`config.mk`:
```
export PLATFORM = sky130hd
export DESIGN_NAME = bank_mem_top
export DESIGN_NICKNAME = d
export VERILOG_FILES = /design/src/common/mem_pkg.sv /design/src/bank/word_align.sv /design/src/bank/bank_refresh.sv /design/src/source/bank_router.sv /design/src/source/bank_mem_top.sv
export SDC_FILE = /design/constraint.sdc
export NUM_CORES = 1
export LEC_CHECK = 0
export BUFFER_PORTS_ARGS = -buffer_cell sky130_fd_sc_hd__buf_2
export CAP_MARGIN = 20
export CORE_AREA = 8 8 634 636
export DETAILED_ROUTE_END_ITERATION = 10
export DIE_AREA = 0 0 642 644
export GPL_TIMING_DRIVEN = 0
export SLEW_MARGIN = 20
export SYNTH_ARGS = -nofsm -noshare
export SYNTH_HDL_FRONTEND = slang
export SYNTH_SLANG_ARGS = --single-unit
```
`constraint.sdc`:
```
create_clock -name clk -period 6.5 [get_ports clk]
set_input_delay 0.975 -clock clk [delete_from_list [all_inputs] [get_ports clk]]
set_output_delay 0.975 -clock clk [all_outputs]
set_load 0.03 [all_outputs]
```
`src/common/mem_pkg.sv`:
```
`default_nettype none

package mem_pkg;

  // Logical word and write lanes.
  localparam int LANE_W    = 8;
  localparam int NUM_LANES = 4;
  localparam int WORD_W    = LANE_W * NUM_LANES;

  // Address split: bank in the low bits, logical row above it.
  localparam int NUM_BANKS = 4;
  localparam int BANK_W    = 2;
  localparam int VROW_W    = 6;
  localparam int ADDR_W    = BANK_W + VROW_W;

  // Several logical words share one physical row.
  localparam int WORDS_PER_ROW = 4;
  localparam int WSEL_W        = 2;
  localparam int PROW_W        = VROW_W - WSEL_W;
  localparam int PHY_W         = WORDS_PER_ROW * WORD_W;

  // Bank macro read latency in cycles.
  localparam int RD_DELAY = 2;

  // Refresh sub-banks, taken from the top bits of the physical row.
  localparam int NUM_RBANKS = 4;
  localparam int RBANK_W    = 2;
  localparam int REF_PERIOD = 16;

endpackage

`default_nettype wire

```
`src/bank/word_align.sv`:
```
`default_nettype none

module word_align (
  input  wire                           clk,
  input  wire                           arst_n,
  input  wire                           bank_read,
  input  wire                           bank_write,
  input  wire  [mem_pkg::VROW_W-1:0]    bank_vrow,
  input  wire  [mem_pkg::WORD_W-1:0]    bank_mask,
  input  wire  [mem_pkg::WORD_W-1:0]    bank_din,
  input  wire  [mem_pkg::PHY_W-1:0]     t1_dout,
  output logic [mem_pkg::WORD_W-1:0]    bank_dout,
  output logic                          t1_read,
  output logic                          t1_write,
  output logic [mem_pkg::PROW_W-1:0]    t1_addr,
  output logic [mem_pkg::PHY_W-1:0]     t1_bw,
  output logic [mem_pkg::PHY_W-1:0]     t1_din
);

  logic [mem_pkg::PROW_W-1:0] prow;
  logic [mem_pkg::WSEL_W-1:0] wsel;

  // Slot of each read, aligned with the macro data.
  logic [mem_pkg::WSEL_W-1:0] sel_pipe [mem_pkg::RD_DELAY];

  assign prow = bank_vrow[mem_pkg::VROW_W-1:mem_pkg::WSEL_W];
  assign wsel = bank_vrow[mem_pkg::WSEL_W-1:0];

  assign t1_read  = bank_read;
  assign t1_write = bank_write;
  assign t1_addr  = prow;

  // Mask and data land in the selected slot only.
  always_comb begin
    for (int s = 0; s < mem_pkg::WORDS_PER_ROW; s++) begin
      if (bank_write && (int'(wsel) == s)) begin
        t1_bw[s*mem_pkg::WORD_W +: mem_pkg::WORD_W]  = bank_mask;
        t1_din[s*mem_pkg::WORD_W +: mem_pkg::WORD_W] = bank_din;
      end else begin
        t1_bw[s*mem_pkg::WORD_W +: mem_pkg::WORD_W]  = '0;
        t1_din[s*mem_pkg::WORD_W +: mem_pkg::WORD_W] = '0;
      end
    end
  end

  always_ff @(posedge clk) begin
    sel_pipe[0] <= wsel;
    for (int i = 1; i < mem_pkg::RD_DELAY; i++) begin
      sel_pipe[i] <= sel_pipe[i-1];
    end
  end

  // Pick the requested word out of the returned row.
  assign bank_dout = t1_dout[int'(sel_pipe[mem_pkg::RD_DELAY-1])*mem_pkg::WORD_W +:
                             mem_pkg::WORD_W];

  a_one_access: assert property (@(posedge clk) disable iff (!arst_n)
    !(t1_read && t1_write))
    else $error("read and write to one bank macro in one cycle");

endmodule

`default_nettype wire

```
`src/bank/bank_refresh.sv`:
```
`default_nettype none

module bank_refresh (
  input  wire                           clk,
  input  wire                           arst_n,
  input  wire                           refr,
  input  wire                           bank_access,
  input  wire  [mem_pkg::RBANK_W-1:0]   access_rbank,
  output logic                          t1_refr,
  output logic [mem_pkg::RBANK_W-1:0]   t1_rbank
);

  logic                         pending_q;
  logic [mem_pkg::RBANK_W-1:0]  rbank_q;
  logic                         want_refr;
  logic                         conflict;
  int unsigned                  refr_gap_q;

  assign want_refr = pending_q || refr;
  assign conflict  = bank_access && (access_rbank == rbank_q);

  // Refresh goes out in the first cycle without a same sub-bank access.
  assign t1_refr  = want_refr && !conflict;
  assign t1_rbank = rbank_q;

  always_ff @(posedge clk or negedge arst_n) begin
    if (!arst_n) begin
      pending_q <= 1'b0;
      rbank_q   <= '0;
    end else begin
      pending_q <= want_refr && !t1_refr;
      if (t1_refr) begin
        if (int'(rbank_q) == mem_pkg::NUM_RBANKS - 1) begin
          rbank_q <= '0;
        end else begin
          rbank_q <= rbank_q + 1'b1;
        end
      end
    end
  end

  // Cycles since the last refr, saturating.
  always_ff @(posedge clk or negedge arst_n) begin
    if (!arst_n) begin
      refr_gap_q <= mem_pkg::REF_PERIOD;
    end else if (refr) begin
      refr_gap_q <= 1;
    end else if (refr_gap_q < mem_pkg::REF_PERIOD) begin
      refr_gap_q <= refr_gap_q + 1;
    end
  end

  a_refr_not_pending: assert property (@(posedge clk) disable iff (!arst_n)
    refr |-> !pending_q)
    else $error("refr while a refresh is still pending");

  a_refr_period: assert property (@(posedge clk) disable iff (!arst_n)
    refr |-> (refr_gap_q >= mem_pkg::REF_PERIOD))
    else $error("refr pulses closer than the refresh period");

endmodule

`default_nettype wire

```
`src/source/bank_router.sv`:
```
`default_nettype none

module bank_router (
  input  wire                                            clk,
  input  wire                                            arst_n,
  input  wire                                            write,
  input  wire  [mem_pkg::ADDR_W-1:0]                     wr_adr,
  input  wire  [mem_pkg::NUM_LANES-1:0]                  wren,
  input  wire  [mem_pkg::WORD_W-1:0]                     din,
  input  wire                                            read,
  input  wire  [mem_pkg::ADDR_W-1:0]                     rd_adr,
  input  wire  [mem_pkg::NUM_BANKS*mem_pkg::WORD_W-1:0]  bank_dout,
  output logic                                           ready,
  output logic                                           rd_vld,
  output logic [mem_pkg::WORD_W-1:0]                     rd_dout,
  output logic [mem_pkg::NUM_BANKS-1:0]                  bank_read,
  output logic [mem_pkg::NUM_BANKS-1:0]                  bank_write,
  output logic [mem_pkg::NUM_BANKS*mem_pkg::VROW_W-1:0]  bank_vrow,
  output logic [mem_pkg::NUM_BANKS*mem_pkg::WORD_W-1:0]  bank_mask,
  output logic [mem_pkg::NUM_BANKS*mem_pkg::WORD_W-1:0]  bank_din
);

  logic                         ready_q;
  logic                         rd_go;
  logic                         wr_go;
  logic [mem_pkg::BANK_W-1:0]   rd_bank;
  logic [mem_pkg::BANK_W-1:0]   wr_bank;
  logic [mem_pkg::VROW_W-1:0]   rd_vrow;
  logic [mem_pkg::VROW_W-1:0]   wr_vrow;
  logic [mem_pkg::WORD_W-1:0]   wr_mask;

  // Reads in flight, one stage per cycle of bank latency.
  logic                         vld_pipe  [mem_pkg::RD_DELAY];
  logic [mem_pkg::BANK_W-1:0]   bank_pipe [mem_pkg::RD_DELAY];

  // Ready rises one cycle after reset is released.
  always_ff @(posedge clk or negedge arst_n) begin
    if (!arst_n) begin
      ready_q <= 1'b0;
    end else begin
      ready_q <= 1'b1;
    end
  end

  assign ready = ready_q;
  assign rd_go = read && ready_q;
  assign wr_go = write && ready_q;

  assign rd_bank = rd_adr[mem_pkg::BANK_W-1:0];
  assign rd_vrow = rd_adr[mem_pkg::ADDR_W-1:mem_pkg::BANK_W];
  assign wr_bank = wr_adr[mem_pkg::BANK_W-1:0];
  assign wr_vrow = wr_adr[mem_pkg::ADDR_W-1:mem_pkg::BANK_W];

  // Lane enables to a bit mask.
  always_comb begin
    for (int l = 0; l < mem_pkg::NUM_LANES; l++) begin
      wr_mask[l*mem_pkg::LANE_W +: mem_pkg::LANE_W] = {mem_pkg::LANE_W{wren[l]}};
    end
  end

  always_comb begin
    for (int b = 0; b < mem_pkg::NUM_BANKS; b++) begin
      bank_read[b]  = rd_go && (int'(rd_bank) == b);
      bank_write[b] = wr_go && (int'(wr_bank) == b);
      bank_vrow[b*mem_pkg::VROW_W +: mem_pkg::VROW_W] = bank_read[b] ? rd_vrow : wr_vrow;
      bank_mask[b*mem_pkg::WORD_W +: mem_pkg::WORD_W] = bank_write[b] ? wr_mask : '0;
      bank_din[b*mem_pkg::WORD_W +: mem_pkg::WORD_W]  = din;
    end
  end

  always_ff @(posedge clk or negedge arst_n) begin
    if (!arst_n) begin
      for (int i = 0; i < mem_pkg::RD_DELAY; i++) begin
        vld_pipe[i] <= 1'b0;
      end
    end else begin
      vld_pipe[0] <= rd_go;
      for (int i = 1; i < mem_pkg::RD_DELAY; i++) begin
        vld_pipe[i] <= vld_pipe[i-1];
      end
    end
  end

  always_ff @(posedge clk) begin
    bank_pipe[0] <= rd_bank;
    for (int i = 1; i < mem_pkg::RD_DELAY; i++) begin
      bank_pipe[i] <= bank_pipe[i-1];
    end
  end

  assign rd_vld  = vld_pipe[mem_pkg::RD_DELAY-1];
  assign rd_dout = bank_dout[int'(bank_pipe[mem_pkg::RD_DELAY-1])*mem_pkg::WORD_W +:
                             mem_pkg::WORD_W];

  // Single-port macros, so read and write must hit different banks.
  a_rd_wr_bank: assert property (@(posedge clk) disable iff (!arst_n)
    !(rd_go && wr_go && (rd_bank == wr_bank)))
    else $error("read and write to bank %0d in one cycle", rd_bank);

endmodule

`default_nettype wire

```
`src/source/bank_mem_top.sv`:
```
`default_nettype none

module bank_mem_top (
  input  wire                                           clk,
  input  wire                                           arst_n,
  input  wire                                           refr,
  input  wire                                           write,
  input  wire  [mem_pkg::ADDR_W-1:0]                    wr_adr,
  input  wire  [mem_pkg::NUM_LANES-1:0]                 wren,
  input  wire  [mem_pkg::WORD_W-1:0]                    din,
  input  wire                                           read,
  input  wire  [mem_pkg::ADDR_W-1:0]                    rd_adr,
  input  wire  [mem_pkg::NUM_BANKS*mem_pkg::PHY_W-1:0]  t1_dout,
  output wire                                           ready,
  output wire                                           rd_vld,
  output wire  [mem_pkg::WORD_W-1:0]                    rd_dout,
  output wire  [mem_pkg::NUM_BANKS-1:0]                 t1_read,
  output wire  [mem_pkg::NUM_BANKS-1:0]                 t1_write,
  output wire  [mem_pkg::NUM_BANKS*mem_pkg::PROW_W-1:0] t1_addr,
  output wire  [mem_pkg::NUM_BANKS*mem_pkg::PHY_W-1:0]  t1_bw,
  output wire  [mem_pkg::NUM_BANKS*mem_pkg::PHY_W-1:0]  t1_din,
  output wire  [mem_pkg::NUM_BANKS-1:0]                 t1_refr,
  output wire  [mem_pkg::NUM_BANKS*mem_pkg::RBANK_W-1:0] t1_rbank
);

  logic [mem_pkg::NUM_BANKS-1:0]                bank_read;
  logic [mem_pkg::NUM_BANKS-1:0]                bank_write;
  logic [mem_pkg::NUM_BANKS*mem_pkg::VROW_W-1:0] bank_vrow;
  logic [mem_pkg::NUM_BANKS*mem_pkg::WORD_W-1:0] bank_mask;
  logic [mem_pkg::NUM_BANKS*mem_pkg::WORD_W-1:0] bank_din;
  wire  [mem_pkg::NUM_BANKS*mem_pkg::WORD_W-1:0] bank_dout;

  bank_router bank_router_inst (
    .clk        (clk),
    .arst_n     (arst_n),
    .write      (write),
    .wr_adr     (wr_adr),
    .wren       (wren),
    .din        (din),
    .read       (read),
    .rd_adr     (rd_adr),
    .bank_dout  (bank_dout),
    .ready      (ready),
    .rd_vld     (rd_vld),
    .rd_dout    (rd_dout),
    .bank_read  (bank_read),
    .bank_write (bank_write),
    .bank_vrow  (bank_vrow),
    .bank_mask  (bank_mask),
    .bank_din   (bank_din)
  );

  genvar b;
  generate
    for (b = 0; b < mem_pkg::NUM_BANKS; b++) begin : g_bank
      wire [mem_pkg::PROW_W-1:0]  prow;
      wire [mem_pkg::RBANK_W-1:0] access_rbank;
      wire                        bank_access;

      word_align word_align_inst (
        .clk        (clk),
        .arst_n     (arst_n),
        .bank_read  (bank_read[b]),
        .bank_write (bank_write[b]),
        .bank_vrow  (bank_vrow[b*mem_pkg::VROW_W +: mem_pkg::VROW_W]),
        .bank_mask  (bank_mask[b*mem_pkg::WORD_W +: mem_pkg::WORD_W]),
        .bank_din   (bank_din[b*mem_pkg::WORD_W +: mem_pkg::WORD_W]),
        .t1_dout    (t1_dout[b*mem_pkg::PHY_W +: mem_pkg::PHY_W]),
        .bank_dout  (bank_dout[b*mem_pkg::WORD_W +: mem_pkg::WORD_W]),
        .t1_read    (t1_read[b]),
        .t1_write   (t1_write[b]),
        .t1_addr    (prow),
        .t1_bw      (t1_bw[b*mem_pkg::PHY_W +: mem_pkg::PHY_W]),
        .t1_din     (t1_din[b*mem_pkg::PHY_W +: mem_pkg::PHY_W])
      );

      assign t1_addr[b*mem_pkg::PROW_W +: mem_pkg::PROW_W] = prow;

      // Sub-bank of the current access.
      assign access_rbank = prow[mem_pkg::PROW_W-1 -: mem_pkg::RBANK_W];
      assign bank_access  = t1_read[b] | t1_write[b];

      bank_refresh bank_refresh_inst (
        .clk          (clk),
        .arst_n       (arst_n),
        .refr         (refr),
        .bank_access  (bank_access),
        .access_rbank (access_rbank),
        .t1_refr      (t1_refr[b]),
        .t1_rbank     (t1_rbank[b*mem_pkg::RBANK_W +: mem_pkg::RBANK_W])
      );
    end
  endgenerate

endmodule

`default_nettype wire

```
# After elaboration in Yosys (flattened, before gate mapping)
# Memories as Yosys holds them, arrays and structs flattened.
# Index checks and enable logic that the tools add are counted.
# op_classes
add_sub_neg	4
eq_ne	26
shift	5
n_reduce_logical	56
mux	44
n_bitwise	4
# op_table
operator	count
2-to-1 mux 32 bit	36
indexed part select 128 x 8 -> 32 bit	5
logical AND 1 bit	38
== test 2 bit, second input constant	12
2-to-1 mux 6 bit	4
== test 2 x 1 -> 1 bit, second input constant	10
zero test 2 bit	6
adder 2 x 1 -> 2 bit, second input constant	4
== test 2 bit	4
zero test 1 bit	8
2-to-1 mux 2 bit	4
logical OR 1 bit	4
bitwise OR 1 bit	4
# totals
reg_bits	15
mem_bits_rw	20
inputBits	569
wordCells	155
memories	5
out_inout_bits	1094
# memory_table
memory	depth	word_bits	rd	rd_ports_with_merged_regs	wr	line_no	rtl
bank_router_inst.bank_pipe	2	2	2	0	2	bank_router.sv:34	logic [mem_pkg::BANK_W-1:0] bank_pipe [mem_pkg::RD_DELAY];
g_bank[0].word_align_inst.sel_pipe	2	2	2	0	2	word_align.sv:24	logic [mem_pkg::WSEL_W-1:0] sel_pipe [mem_pkg::RD_DELAY];
g_bank[1].word_align_inst.sel_pipe	2	2	2	0	2	word_align.sv:24	
g_bank[2].word_align_inst.sel_pipe	2	2	2	0	2	word_align.sv:24	
g_bank[3].word_align_inst.sel_pipe	2	2	2	0	2	word_align.sv:24	

# Depth between registers and ports, before layout
# Gate-level depths: netlist of run 1.
# depth
word_depth	9
mapped_depth	10
mapped_depth_nobuf	6

# Modules after synthesis
# A second synthesis of run 1 with hierarchy kept.
# unflattened
hier_cells	1981
hier_area_um2	19239.7
# modules_own_cells
module	area_per_inst_um2	seq_area_each_um2	cells_each	instances
word_align	3788.6	80.1	389	4
bank_router	3304.4	155.1	341	1
bank_refresh	188.9	75.1	20	4
bank_mem_top	25.0	0.0	4	1

# Least setup slack after synthesis of run 1
# No wires, ideal clock.
# synth_path
path_kind	in2out
startpoint	input port rd_adr[0] (netlist name)
endpoint	output port t1_bw[10] (netlist name)
setup_slack_ns	2.901
cell_stages	9
t_arrival_ns	2.624
required_time_ns	5.525
path_buffers	4
cell_sequence	nand4bb_1 -> buf_2 -> inv_2 -> buf_4 -> nand2_1 -> a21oi_2 -> buf_2 -> and2_1 -> buf_4
# synth_via
elab_chain_cells	6
# synth_rtl
element	line_no	rtl
from (decl)	bank_mem_top.sv:12	input wire [mem_pkg::ADDR_W-1:0] rd_adr,
zero test 2 bit	bank_router.sv:63	bank_read[b] = rd_go && (int'(rd_bank) == b);
logical AND 1 bit	bank_router.sv:63	
net g_bank[0].word_align_inst.bank_read	word_align.sv:6	input wire bank_read,
2-to-1 mux 6 bit	bank_router.sv:65	bank_vrow[b*mem_pkg::VROW_W +: mem_pkg::VROW_W] = bank_read[b] ? rd_vrow : wr_vrow;
zero test 2 bit	word_align.sv:36	if (bank_write && (int'(wsel) == s)) begin
logical AND 1 bit	word_align.sv:36	
2-to-1 mux 32 bit	word_align.sv:36	
to (decl)	bank_mem_top.sv:20	output wire [mem_pkg::NUM_BANKS*mem_pkg::PHY_W-1:0] t1_bw,
# The timed path passes the listed nets, and every way through them passes these cells.

# Worst setup path after layout of run 1
# layout_path
startpoint	input port rd_adr[1] (netlist name)
endpoint	output port t1_bw[6] (netlist name)
# layout_via
elab_chain_cells	6
# layout_rtl
element	line_no
zero test 2 bit	bank_router.sv:63
logical AND 1 bit	bank_router.sv:63
2-to-1 mux 6 bit	bank_router.sv:65
zero test 2 bit	word_align.sv:36
logical AND 1 bit	word_align.sv:36
2-to-1 mux 32 bit	word_align.sv:36
# Every way passes these cells.

==> metrics, run 1 <==
Pwr Total between 2 and 2.5 mW; fin. max-slew vios 0; 1st-iter DRT viols 1663; I/O pins around 1700; Final #Nets just under 4000; Synth Cell Area between 10000 and 15000 sq um; detailed-route via count just over 20000; synthesized flop and latch total 35; worst slew pin tran roughly 1.1 ns; number of library cell types mapped by synthesis 41; Clock Latency Late Sink approximately 0.29 ns; top cell type's share of synthesized area 0.266; synth top area cells buf_4, and2_1, mux4_2; CP Capture Type primary output; PortBufs 1660; clk root buf clkbuf_16; Pwr Density ~78 nW/um^2; DP Wirelength between 200000 and 250000 um; mean area per synthesized cell 8.35 sq um; status finished clean; worst hold path class flip-flop to flip-flop; starting density of the core 0.0347; sequential share of the synthesized area 0.0572; 1st-pass router iterations 6; RSZ-0062 raised after global routing no; commonest non-fill, non-tap cell in the layout buf_2; Final ANT Viol Nets 0; vias per cell approximately 2.4; layout cells sized above 1 0.744; core area just under 400000 sq um; final hold vios 0; CTS clk-pin slew, worst paths about 0.060 ns; DR WL/cell between 20 and 30 um; CP delay by family, top buffers and inverters; Setup Crit Path Kind input pin to primary output; static leakage approximately 16 nW; Synth area leader buf_4; largest net degree at the start of global routing 16; dpl cell area 29800 sq um; Synth-to-Final Area Change 123%; die width 642 um; most frequent cells in the layout buf_2, and2_1, buf_4; Crit path top cell by count buf_2; total clock buffers created by CTS 5; GRT Overall Usage 0.114; DRC errors left 0; startpoint types input pin; clock sinks 35; die area slightly above 400000 sq um; CP max stage delay ~0.76 ns; CP max stage cell buf_2; Post-Syn Nets roughly 2200; worst clock skew 0.00521 ns; Slew headroom 0.280; maximum clock insertion buffer count 2; vias in the first global route between 20000 and 25000; CTS HTree Levels 2; CP Max Fanout 10; DIE HEIGHT between 600 and 700 um; critical path data required time about 5.5 ns; fin util 0.0774; Yosys warning count 0; first-pass GRT wire length roughly 300000 um; CP cell instances buf_2 -> nand4bb_1 -> buf_2 -> buf_2 -> nand2_1 -> a21oi_4 -> buf_2 -> and2_2 -> buf_4 -> buf_2; period utilization 0.839; # rows 230; final setup vio count 0; initial antenna violation count about 230; Critical Path AT 4.48 ns; Max Freq between 0.15 and 0.2 GHz; CTS-repair resized insts 0; placer congestion estimate between 0.9 and 1; Tmin final ~5.5 ns; post-route cell area ~30000 sq um; synthesized instance count 1625; buffer count from post-CTS setup fixing 0; MaxCap Viol Count 0; GR Overflow Total 0; CP bufs+invs 6; CTS tree done; final wirelength between 200000 and 250000 um; final hold slack 0.325 ns; peak supply drop ~0.097 mV; hold_buf cts 0
final timing paths:
kind | from | end | slack [ns] | cells after the start
setup / recovery | rd_adr[1] | t1_bw[6] | 1.04 | 10
hold / removal | g_bank[0].word_align_inst.sel_pipe[0][1] | g_bank[0].word_align_inst.sel_pipe[0][3] | 0.33 | 0
setup reg to reg | bank_router_inst.ready | g_bank[0].bank_refresh_inst.t1_rbank[1] | 4.18 | 7
hold reg to reg | g_bank[0].word_align_inst.sel_pipe[0][1] | g_bank[0].word_align_inst.sel_pipe[0][3] | 0.33 | 0
max in group asynchronous | arst_n | g_bank[3].bank_refresh_inst.pending_q | 5.59 | 1
min in group asynchronous | arst_n | g_bank[2].bank_refresh_inst.t1_rbank[0] | 0.61 | 1
registers in the layout, indices dropped and copies added, names as in the netlist:
signal,cells
bank_router_inst.bank_pipe,4
bank_router_inst.rd_vld,1
bank_router_inst.ready,1
bank_router_inst.vld_pipe,1
g_bank.bank_refresh_inst.pending_q,4
g_bank.bank_refresh_inst.t1_rbank,8
g_bank.word_align_inst.sel_pipe,16
where the power goes:
part           total [mW]  internal (mW)  switching (mW)
clock               0.263          0.165          0.0973
combinational        1.78          0.612            1.17
sequential          0.317          0.254          0.0634
total                2.36           1.03            1.33
cell families after synthesis:
family                     Yosys count  share of synthesized area
buffers and inverters              629                      0.312
AOI/OAI and AO/OA                   47                     0.0273
other                                1                   0.000276
and+or+nand+nor                    730                      0.319
muxes                              175                      0.278
adders and majority gates            4                    0.00369
DFF                                 35                     0.0572
xor gates and xnor gates             4                    0.00258
per-stage QoR:
step | setup slack [ns] | TNS (ns) | instances
final | 1.04 | 0 | 8690
after global routing | 0.745 | 0 | 8610
after CTS | 0.648 | 0 | 8564
after detailed placement | 0.655 | 0 | 8556
after global placement | -0.794 | -38.50 | 8505
after floorplan | 2.90 | 0 | 1625
synth_stat cells, drive strengths merged:
master   count
buf        533
clkbuf      82
or2          1
nand3       11
mux4       160
o2bb2ai      1
nand4        2
o32ai        8
clkinv       1
o21ai       18
mux2         8
xnor2        4
nor3b        2
nor2        28
conb         1
nor3        14
and2       577
and3         6
or3          1
ha           4
nor2b        4
dfxtp       20
inv         13
a21oi       17
o22a         3
nand2       75
mux2i        7
nand2b       3
nand4bb      2
nand4b       4
dfrtp       15
area by class of cell:
cell class	count	area [sq um]
clock buffer	6	150
buffer	615	4230
clock inverter	2	13.8
fill	46200	361000
antenna	126	315
sequential	35	776
inverter	14	52.6
tap	5220	6530
timing repair buffer	1711	9550
multi-input combinational	961	8680
layer usage:
metal | part of all wire | global-route usage | up-vias
li1 | - | - | 8512
met1 | 0.33 | 0.113 | 9933
met2 | 0.57 | 0.236 | 1684
met3 | 0.061 | 0.0228 | 449
met4 | 0.036 | 0.0289 | 48
met5 | 0.0017 | 0 | -
No activity file was read; power rests on OpenSTA's default activity.
==> run 2, diff against run 1 <==
==> constraint.sdc (replaced) <==
create_clock -name clk -period 4.9 [get_ports clk]
set_input_delay 0.735 -clock clk [delete_from_list [all_inputs] [get_ports clk]]
set_output_delay 0.735 -clock clk [all_outputs]
set_load 0.03 [all_outputs]
==> run 2 against run 1 <==
Clock power up 32%. Non-clock buffer count shrank 1. Design area decreased by 0.22%. Core utilization about the same. Count of clock-buffer cells in the layout is the same. Global-route usage about the same. Hold slack barely moved. Sequential share of layout area hardly changed. Critical path type unchanged. Critical endpoint is now t1_bw[138]. Highest routed layer unchanged.
==> metrics, run 2 (same netlist as run 1, synthesis figures left out) <==
status finished clean; CP delay by family, top buffers and inverters; startpoint types input pin; period utilization 0.932; Worst R2R End g_bank[0].bank_refresh_inst.t1_rbank[1]; final hold slack 0.326 ns (+0.000485 ns); peak supply drop 0.128 mV (+32%); DIE HEIGHT 644 um (unchanged); DRC errors left 0 (unchanged); hold_buf cts 0 (unchanged); Crit path top cell by count buf_2; CP Capture Type primary output; dpl cell area 29800 sq um (unchanged); I/O pins 1663 (unchanged); maximum clock insertion buffer count 2 (unchanged); layout cells sized above 1 0.744 (about the same); GR Overflow Total 0 (unchanged); clock sinks 35 (unchanged); Synth-to-Final Area Change 123%; buffer count from post-CTS setup fixing 0 (unchanged); static leakage 15.6 nW (about the same); Hold EP g_bank[0].word_align_inst.sel_pipe[0][3]; die width 642 um (unchanged); commonest non-fill, non-tap cell in the layout buf_2; post-route cell area 30200 sq um (-0.22%); vias in the first global route 20100 (-0.055%); most frequent cells in the layout buf_2, and2_1, buf_4; final wirelength 250000 um (-0.14%); MaxCap Viol Count 0 (unchanged); largest net degree at the start of global routing 17 (+1); CTS HTree Levels 2 (unchanged); critical path data required time 4.16 ns (-1.36 ns); Pwr Density 104 nW/um^2 (+33%); Top reg by flops g_bank.word_align_inst.sel_pipe; PortBufs 1660 (unchanged); first-pass GRT wire length 293000 um (about the same); worst clock skew 0.00430 ns (-0.000917 ns); Critical Path AT 3.83 ns (-0.65 ns); reg2reg start bank_router_inst.ready; DR WL/cell 28.8 um (+0.18%); Reg2Reg Depth 7 (unchanged); worst hold path class flip-flop to flip-flop; clk root buf clkbuf_16; # rows 230 (unchanged); 1st-pass router iterations 5 (-1); CTS-repair resized insts 3 (+3); R2R setup slack 2.56 ns (-1.62 ns); RSZ-0062 raised after global routing no; initial antenna violation count 231 (-0.43%); CP Max Fanout 13 (+3); CP bufs+invs 7 (+1); placer congestion estimate 0.982 (unchanged); Tmin final 4.57 ns; total clock buffers created by CTS 5 (unchanged); Hold Crit Depth 0 (unchanged); Clock Latency Late Sink 0.28 ns (about the same); final setup vio count 0 (unchanged); worst slew pin tran 1.15 ns (+0.0694 ns); Slew headroom 0.234 (-0.0462); vias per cell 2.37 (about the same); Final #Nets 3915 (-0.026%); worst setup slack after layout 0.335 ns (-0.710 ns); final hold vios 0 (unchanged); CP max stage delay 0.58 ns (-0.18 ns); CTS tree done; GRT Overall Usage 0.114 (about the same); CTS clk-pin slew, worst paths 0.05 ns (about the same); Max Freq approximately 0.22 GHz; DP Wirelength 233000 um (unchanged); CP max stage cell buf_2; Place WS -0.465 ns (-1.12 ns); starting density of the core 0.0347 (unchanged); core area 391000 sq um (unchanged); die area 413000 sq um (unchanged); Setup Crit Path Kind input pin to primary output; 1st-iter DRT viols 1738 (+4.5%); fin. max-slew vios 0 (unchanged); worst hold start g_bank[0].word_align_inst.sel_pipe[0][1]; Final ANT Viol Nets 0 (unchanged); Largest register FFs 16 (unchanged); Pwr Total 3.14 mW (+33%); detailed-route via count 20600 (-0.32%); CP cell instances buf_2 -> nand4b_2 -> inv_2 -> buf_4 -> nand2_1 -> a21oi_4 -> buf_12 -> buf_2 -> and2_1 -> buf_4 -> buf_2
==> run 2: cell count changes in the layout (fill, tap and decap cells not counted) <==
cell,previous run,this run
and2_4,0,2
and2_2,3,1
buf_4,481,482
buf_2,1711,1709
diode_2,126,99
==> run 2: stage by stage <==
step | std cells | util | TNS [ns]
CTS | 8563 | 0.0766 | 0
global route | 8602 | 0.0769 | 0
finish | 8662 | 0.0772 | 0
floorplan | 1625 | - | 0
global placement | 8505 | 0.0726 | -680.61
detailed placement | 8556 | 0.0762 | -8.22
==> run 2: power breakdown <==
group	internal, mW	switching, mW
Sequential	0.337	0.0851
Clock	0.219	0.128
Combinational	0.813	1.56
==> run 2: metal layers <==
| layer | global-route usage | wire length, um | up-vias |
|---|---|---|---|
| met5 | 0 | 279 | - |
| met3 | 0.0225 | 15400 | 452 |
| met4 | 0.0298 | 8550 | 44 |
| met2 | 0.236 | 143000 | 1745 |
| li1 | - | - | 8476 |
| met1 | 0.112 | 82600 | 9844 |
==> run 2: layout make-up <==
type	count	area (sq um)
flip-flops and latches	35	776
clock inverters	2	13.8
inverters	14	52.6
well taps	5220	6530
clock buffers	6	150
repair buffers	1711	9550
multi-input cells	961	8680
fillers	46200	361000
plain buffers	614	4220
diodes	99	248
==> run 2: worst reg2reg max path: cells and delay by family (launching register included) <==
kind | cells | cell delay (ns)
buf+inv | 2 | 0.82
flops | 1 | 0.38
simple gates | 3 | 0.38
mux | 1 | 0.36
compound gates | 1 | 0.33
==> run 2: worst max-delay path by stage <==
stage / cells past startpoint / startpoint / to / slack [ns]
floorplan: 9 / rd_adr[0] / t1_bw[10] / 1.78
detailed placement: 10 / rd_adr[1] / t1_bw[9] / -0.46
global placement: 9 / rd_adr[0] / t1_din[122] / -1.91
finish: 11 / rd_adr[1] / t1_bw[138] / 0.33
CTS: 8 / wr_adr[0] / t1_bw[355] / 0.03
global route: 8 / wr_adr[0] / t1_bw[355] / 0.06
==> run 3, diff against run 2 <==
--- a/config.mk
+++ b/config.mk
@@ -8,6 +8,7 @@
 export BUFFER_PORTS_ARGS = -buffer_cell sky130_fd_sc_hd__buf_2
 export CAP_MARGIN = 20
 export CORE_AREA = 8 8 634 636
+export CTS_BUF_LIST = sky130_fd_sc_hd__clkbuf_8
 export DETAILED_ROUTE_END_ITERATION = 10
 export DIE_AREA = 0 0 642 644
 export GPL_TIMING_DRIVEN = 0
==> run 3 against run 2 <==
Final cell count is 0.15% higher. Combinational power hardly changed. Highest routed layer unchanged. Critical path depth stayed put.
==> metrics, run 3 (same netlist as run 1, synthesis figures left out) <==
status finished clean; Clock Latency Late Sink 0.29 ns (about the same); final wirelength 250000 um (about the same); Comb pwr share 0.775 (+0.020); Top reg by flops g_bank.word_align_inst.sel_pipe; vias per cell 2.37 (-0.23%); worst slew pin tran 1.10 ns (-0.0472 ns); static leakage 15.6 nW (-0.15%); commonest non-fill, non-tap cell in the layout buf_2; Reg power frac 0.138 (+0.003); worst hold path class flip-flop to flip-flop; Final #Nets 3915 (unchanged); CTS clk-pin slew, worst paths 0.07 ns (+0.02 ns); internal power 1.30 mW (-5.0%); final hold vios 0 (unchanged); Slew headroom 0.265 (+0.0315); Setup Crit Path Kind input pin to primary output; DRC errors left 0 (unchanged); Clk pwr share 0.087 (-0.024); Largest register FFs 16 (unchanged); CP Capture Type primary output; DIE HEIGHT 644 um (unchanged); buffer count from post-CTS setup fixing 0 (unchanged); GR Overflow Total 0 (unchanged); fin. max-slew vios 0 (unchanged); detailed-route via count 20500 (-0.083%); Post-Place Cells 8556 (unchanged); vias in the first global route 20100 (-0.13%); PortBufs 1660 (unchanged); starting density of the core 0.0347 (unchanged); clock sinks 35 (unchanged); R2R setup slack 2.55 ns (about the same); GRT Overall Usage 0.114 (about the same); reg2reg start bank_router_inst.ready; Final ANT Viol Nets 0 (unchanged); sw power 1.75 mW (-0.83%); CP Max Fanout 13 (unchanged); worst hold start g_bank[0].word_align_inst.sel_pipe[0][1]; Cell Count, Final, Fillers Out 8675 (+0.15%); layout cells sized above 1 0.744 (unchanged); first-pass GRT wire length 293000 um (about the same); fin util 0.0772 (about the same); period utilization 0.937 (+0.00521); most frequent cells in the layout buf_2, and2_1, buf_4; # rows 230 (unchanged); critical path data required time 4.16 ns (about the same); startpoint types input pin; Hold EP g_bank[0].word_align_inst.sel_pipe[0][3]; RSZ-0062 raised after global routing no; total clock buffers created by CTS 5 (unchanged); Reg2Reg Depth 7 (unchanged); 1st-pass router iterations 5 (unchanged); initial antenna violation count 228 (-1.3%); CTS HTree Levels 2 (unchanged); peak supply drop 0.0924 mV (-28%); final setup vio count 0 (unchanged); core area 391000 sq um (unchanged); clk root buf clkbuf_8; Switching Share 0.574 (+0.0105); die width 642 um (unchanged); die area 413000 sq um (unchanged); largest net degree at the start of global routing 17 (unchanged); Worst R2R End g_bank[0].bank_refresh_inst.t1_rbank[1]; Max Freq 0.218 GHz (-0.56%); Tmin final 4.59 ns (+0.0255 ns); Filler cells 46200 (+0.030%); CTS tree done; Hold Crit Depth 0 (unchanged); Pwr Density 101 nW/um^2 (-2.6%); Synth-to-Final Area Change 123% (about the same); Critical Path AT 3.86 ns (+0.03 ns); MaxCap Viol Count 0 (unchanged); maximum clock insertion buffer count 2 (unchanged); setup TNS 0 ns (unchanged); DP Wirelength 233000 um (unchanged); DR WL/cell 28.8 um (-0.13%); worst clock skew 0.00498 ns (+0.000686 ns); 1st-iter DRT viols 1616 (-7.0%); I/O pins 1663 (unchanged); dpl cell area 29800 sq um (unchanged); placer congestion estimate 0.982 (unchanged); post-route cell area 30200 sq um (about the same)
run 3: power by group through the flow:
| stage | Combinational, mW | Sequential [mW] | Clock, mW |
|---|---|---|---|
| after floorplan | 0.983 | 0.457 | 0 |
| after global placement | 2.37 | 0.422 | 0 |
| after detailed placement | 2.45 | 0.424 | 0 |
| after CTS | 2.46 | 0.417 | 0.269 |
| after global routing | 2.49 | 0.427 | 0.284 |
| final | 2.37 | 0.422 | 0.265 |
run 3: routing by layer:
layer	routed length, um	GRT usage
met5	241	0
met4	8390	0.0296
met3	15500	0.0221
met2	143000	0.236
met1	82600	0.113
run 3: critical path, cell delays in order:
cell and delay, ns:
buf_2 0.15, nand4b_2 0.39, inv_2 0.14, buf_4 0.33
nand2_1 0.15, a21oi_4 0.24, buf_12 0.18, buf_2 0.57
and2_1 0.52, buf_4 0.18, buf_2 0.19
run 3: metrics by stage:
| stage | power (mW) | worst slack, ns | hold slack [ns] |
|---|---|---|---|
| 5_1_grt | 3.20 | 0.0611 | 0.341 |
| 2_1_floorplan | 1.44 | 1.78 | 0.310 |
| 4_1_cts | 3.15 | 0.0304 | 0.330 |
| 6_report | 3.05 | 0.309 | 0.330 |
| 3_5_place_dp | 2.88 | -0.465 | 0.312 |
| 3_3_place_gp | 2.79 | -1.91 | 0.314 |
run 3: final cells by class:
| class | instances | area (sq um) | area share |
|---|---|---|---|
| timing repair buffer | 1711 | 9550 | 0.316 |
| multi-input combinational | 961 | 8680 | 0.287 |
| tap | 5220 | 6530 | 0.216 |
| buffer | 614 | 4220 | 0.140 |
| sequential | 35 | 776 | 0.0257 |
| antenna | 112 | 280 | 0.00928 |
| clock buffer | 5 | 68.8 | 0.00228 |
| inverter | 14 | 52.6 | 0.00174 |
| clock inverter | 3 | 43.8 | 0.00145 |
run 3: repair_timing:
action | 4_1_cts | 5_1_grt
resized for setup | 3 | 0
endpoints found under the setup margin | 29 | 0
hold buffers | 0 | 0
hold endpoints to repair | 0 | 0
run 3: worst max-delay path by stage:
stage	slack, ns	to	startpoint	cells past startpoint
after floorplan	1.78	t1_bw[10]	rd_adr[0]	9
after CTS	0.03	t1_bw[355]	wr_adr[0]	8
after global routing	0.06	t1_bw[355]	wr_adr[0]	8
final	0.31	t1_bw[138]	rd_adr[1]	11
after global placement	-1.91	t1_din[122]	rd_adr[0]	9
after detailed placement	-0.46	t1_bw[9]	rd_adr[1]	10
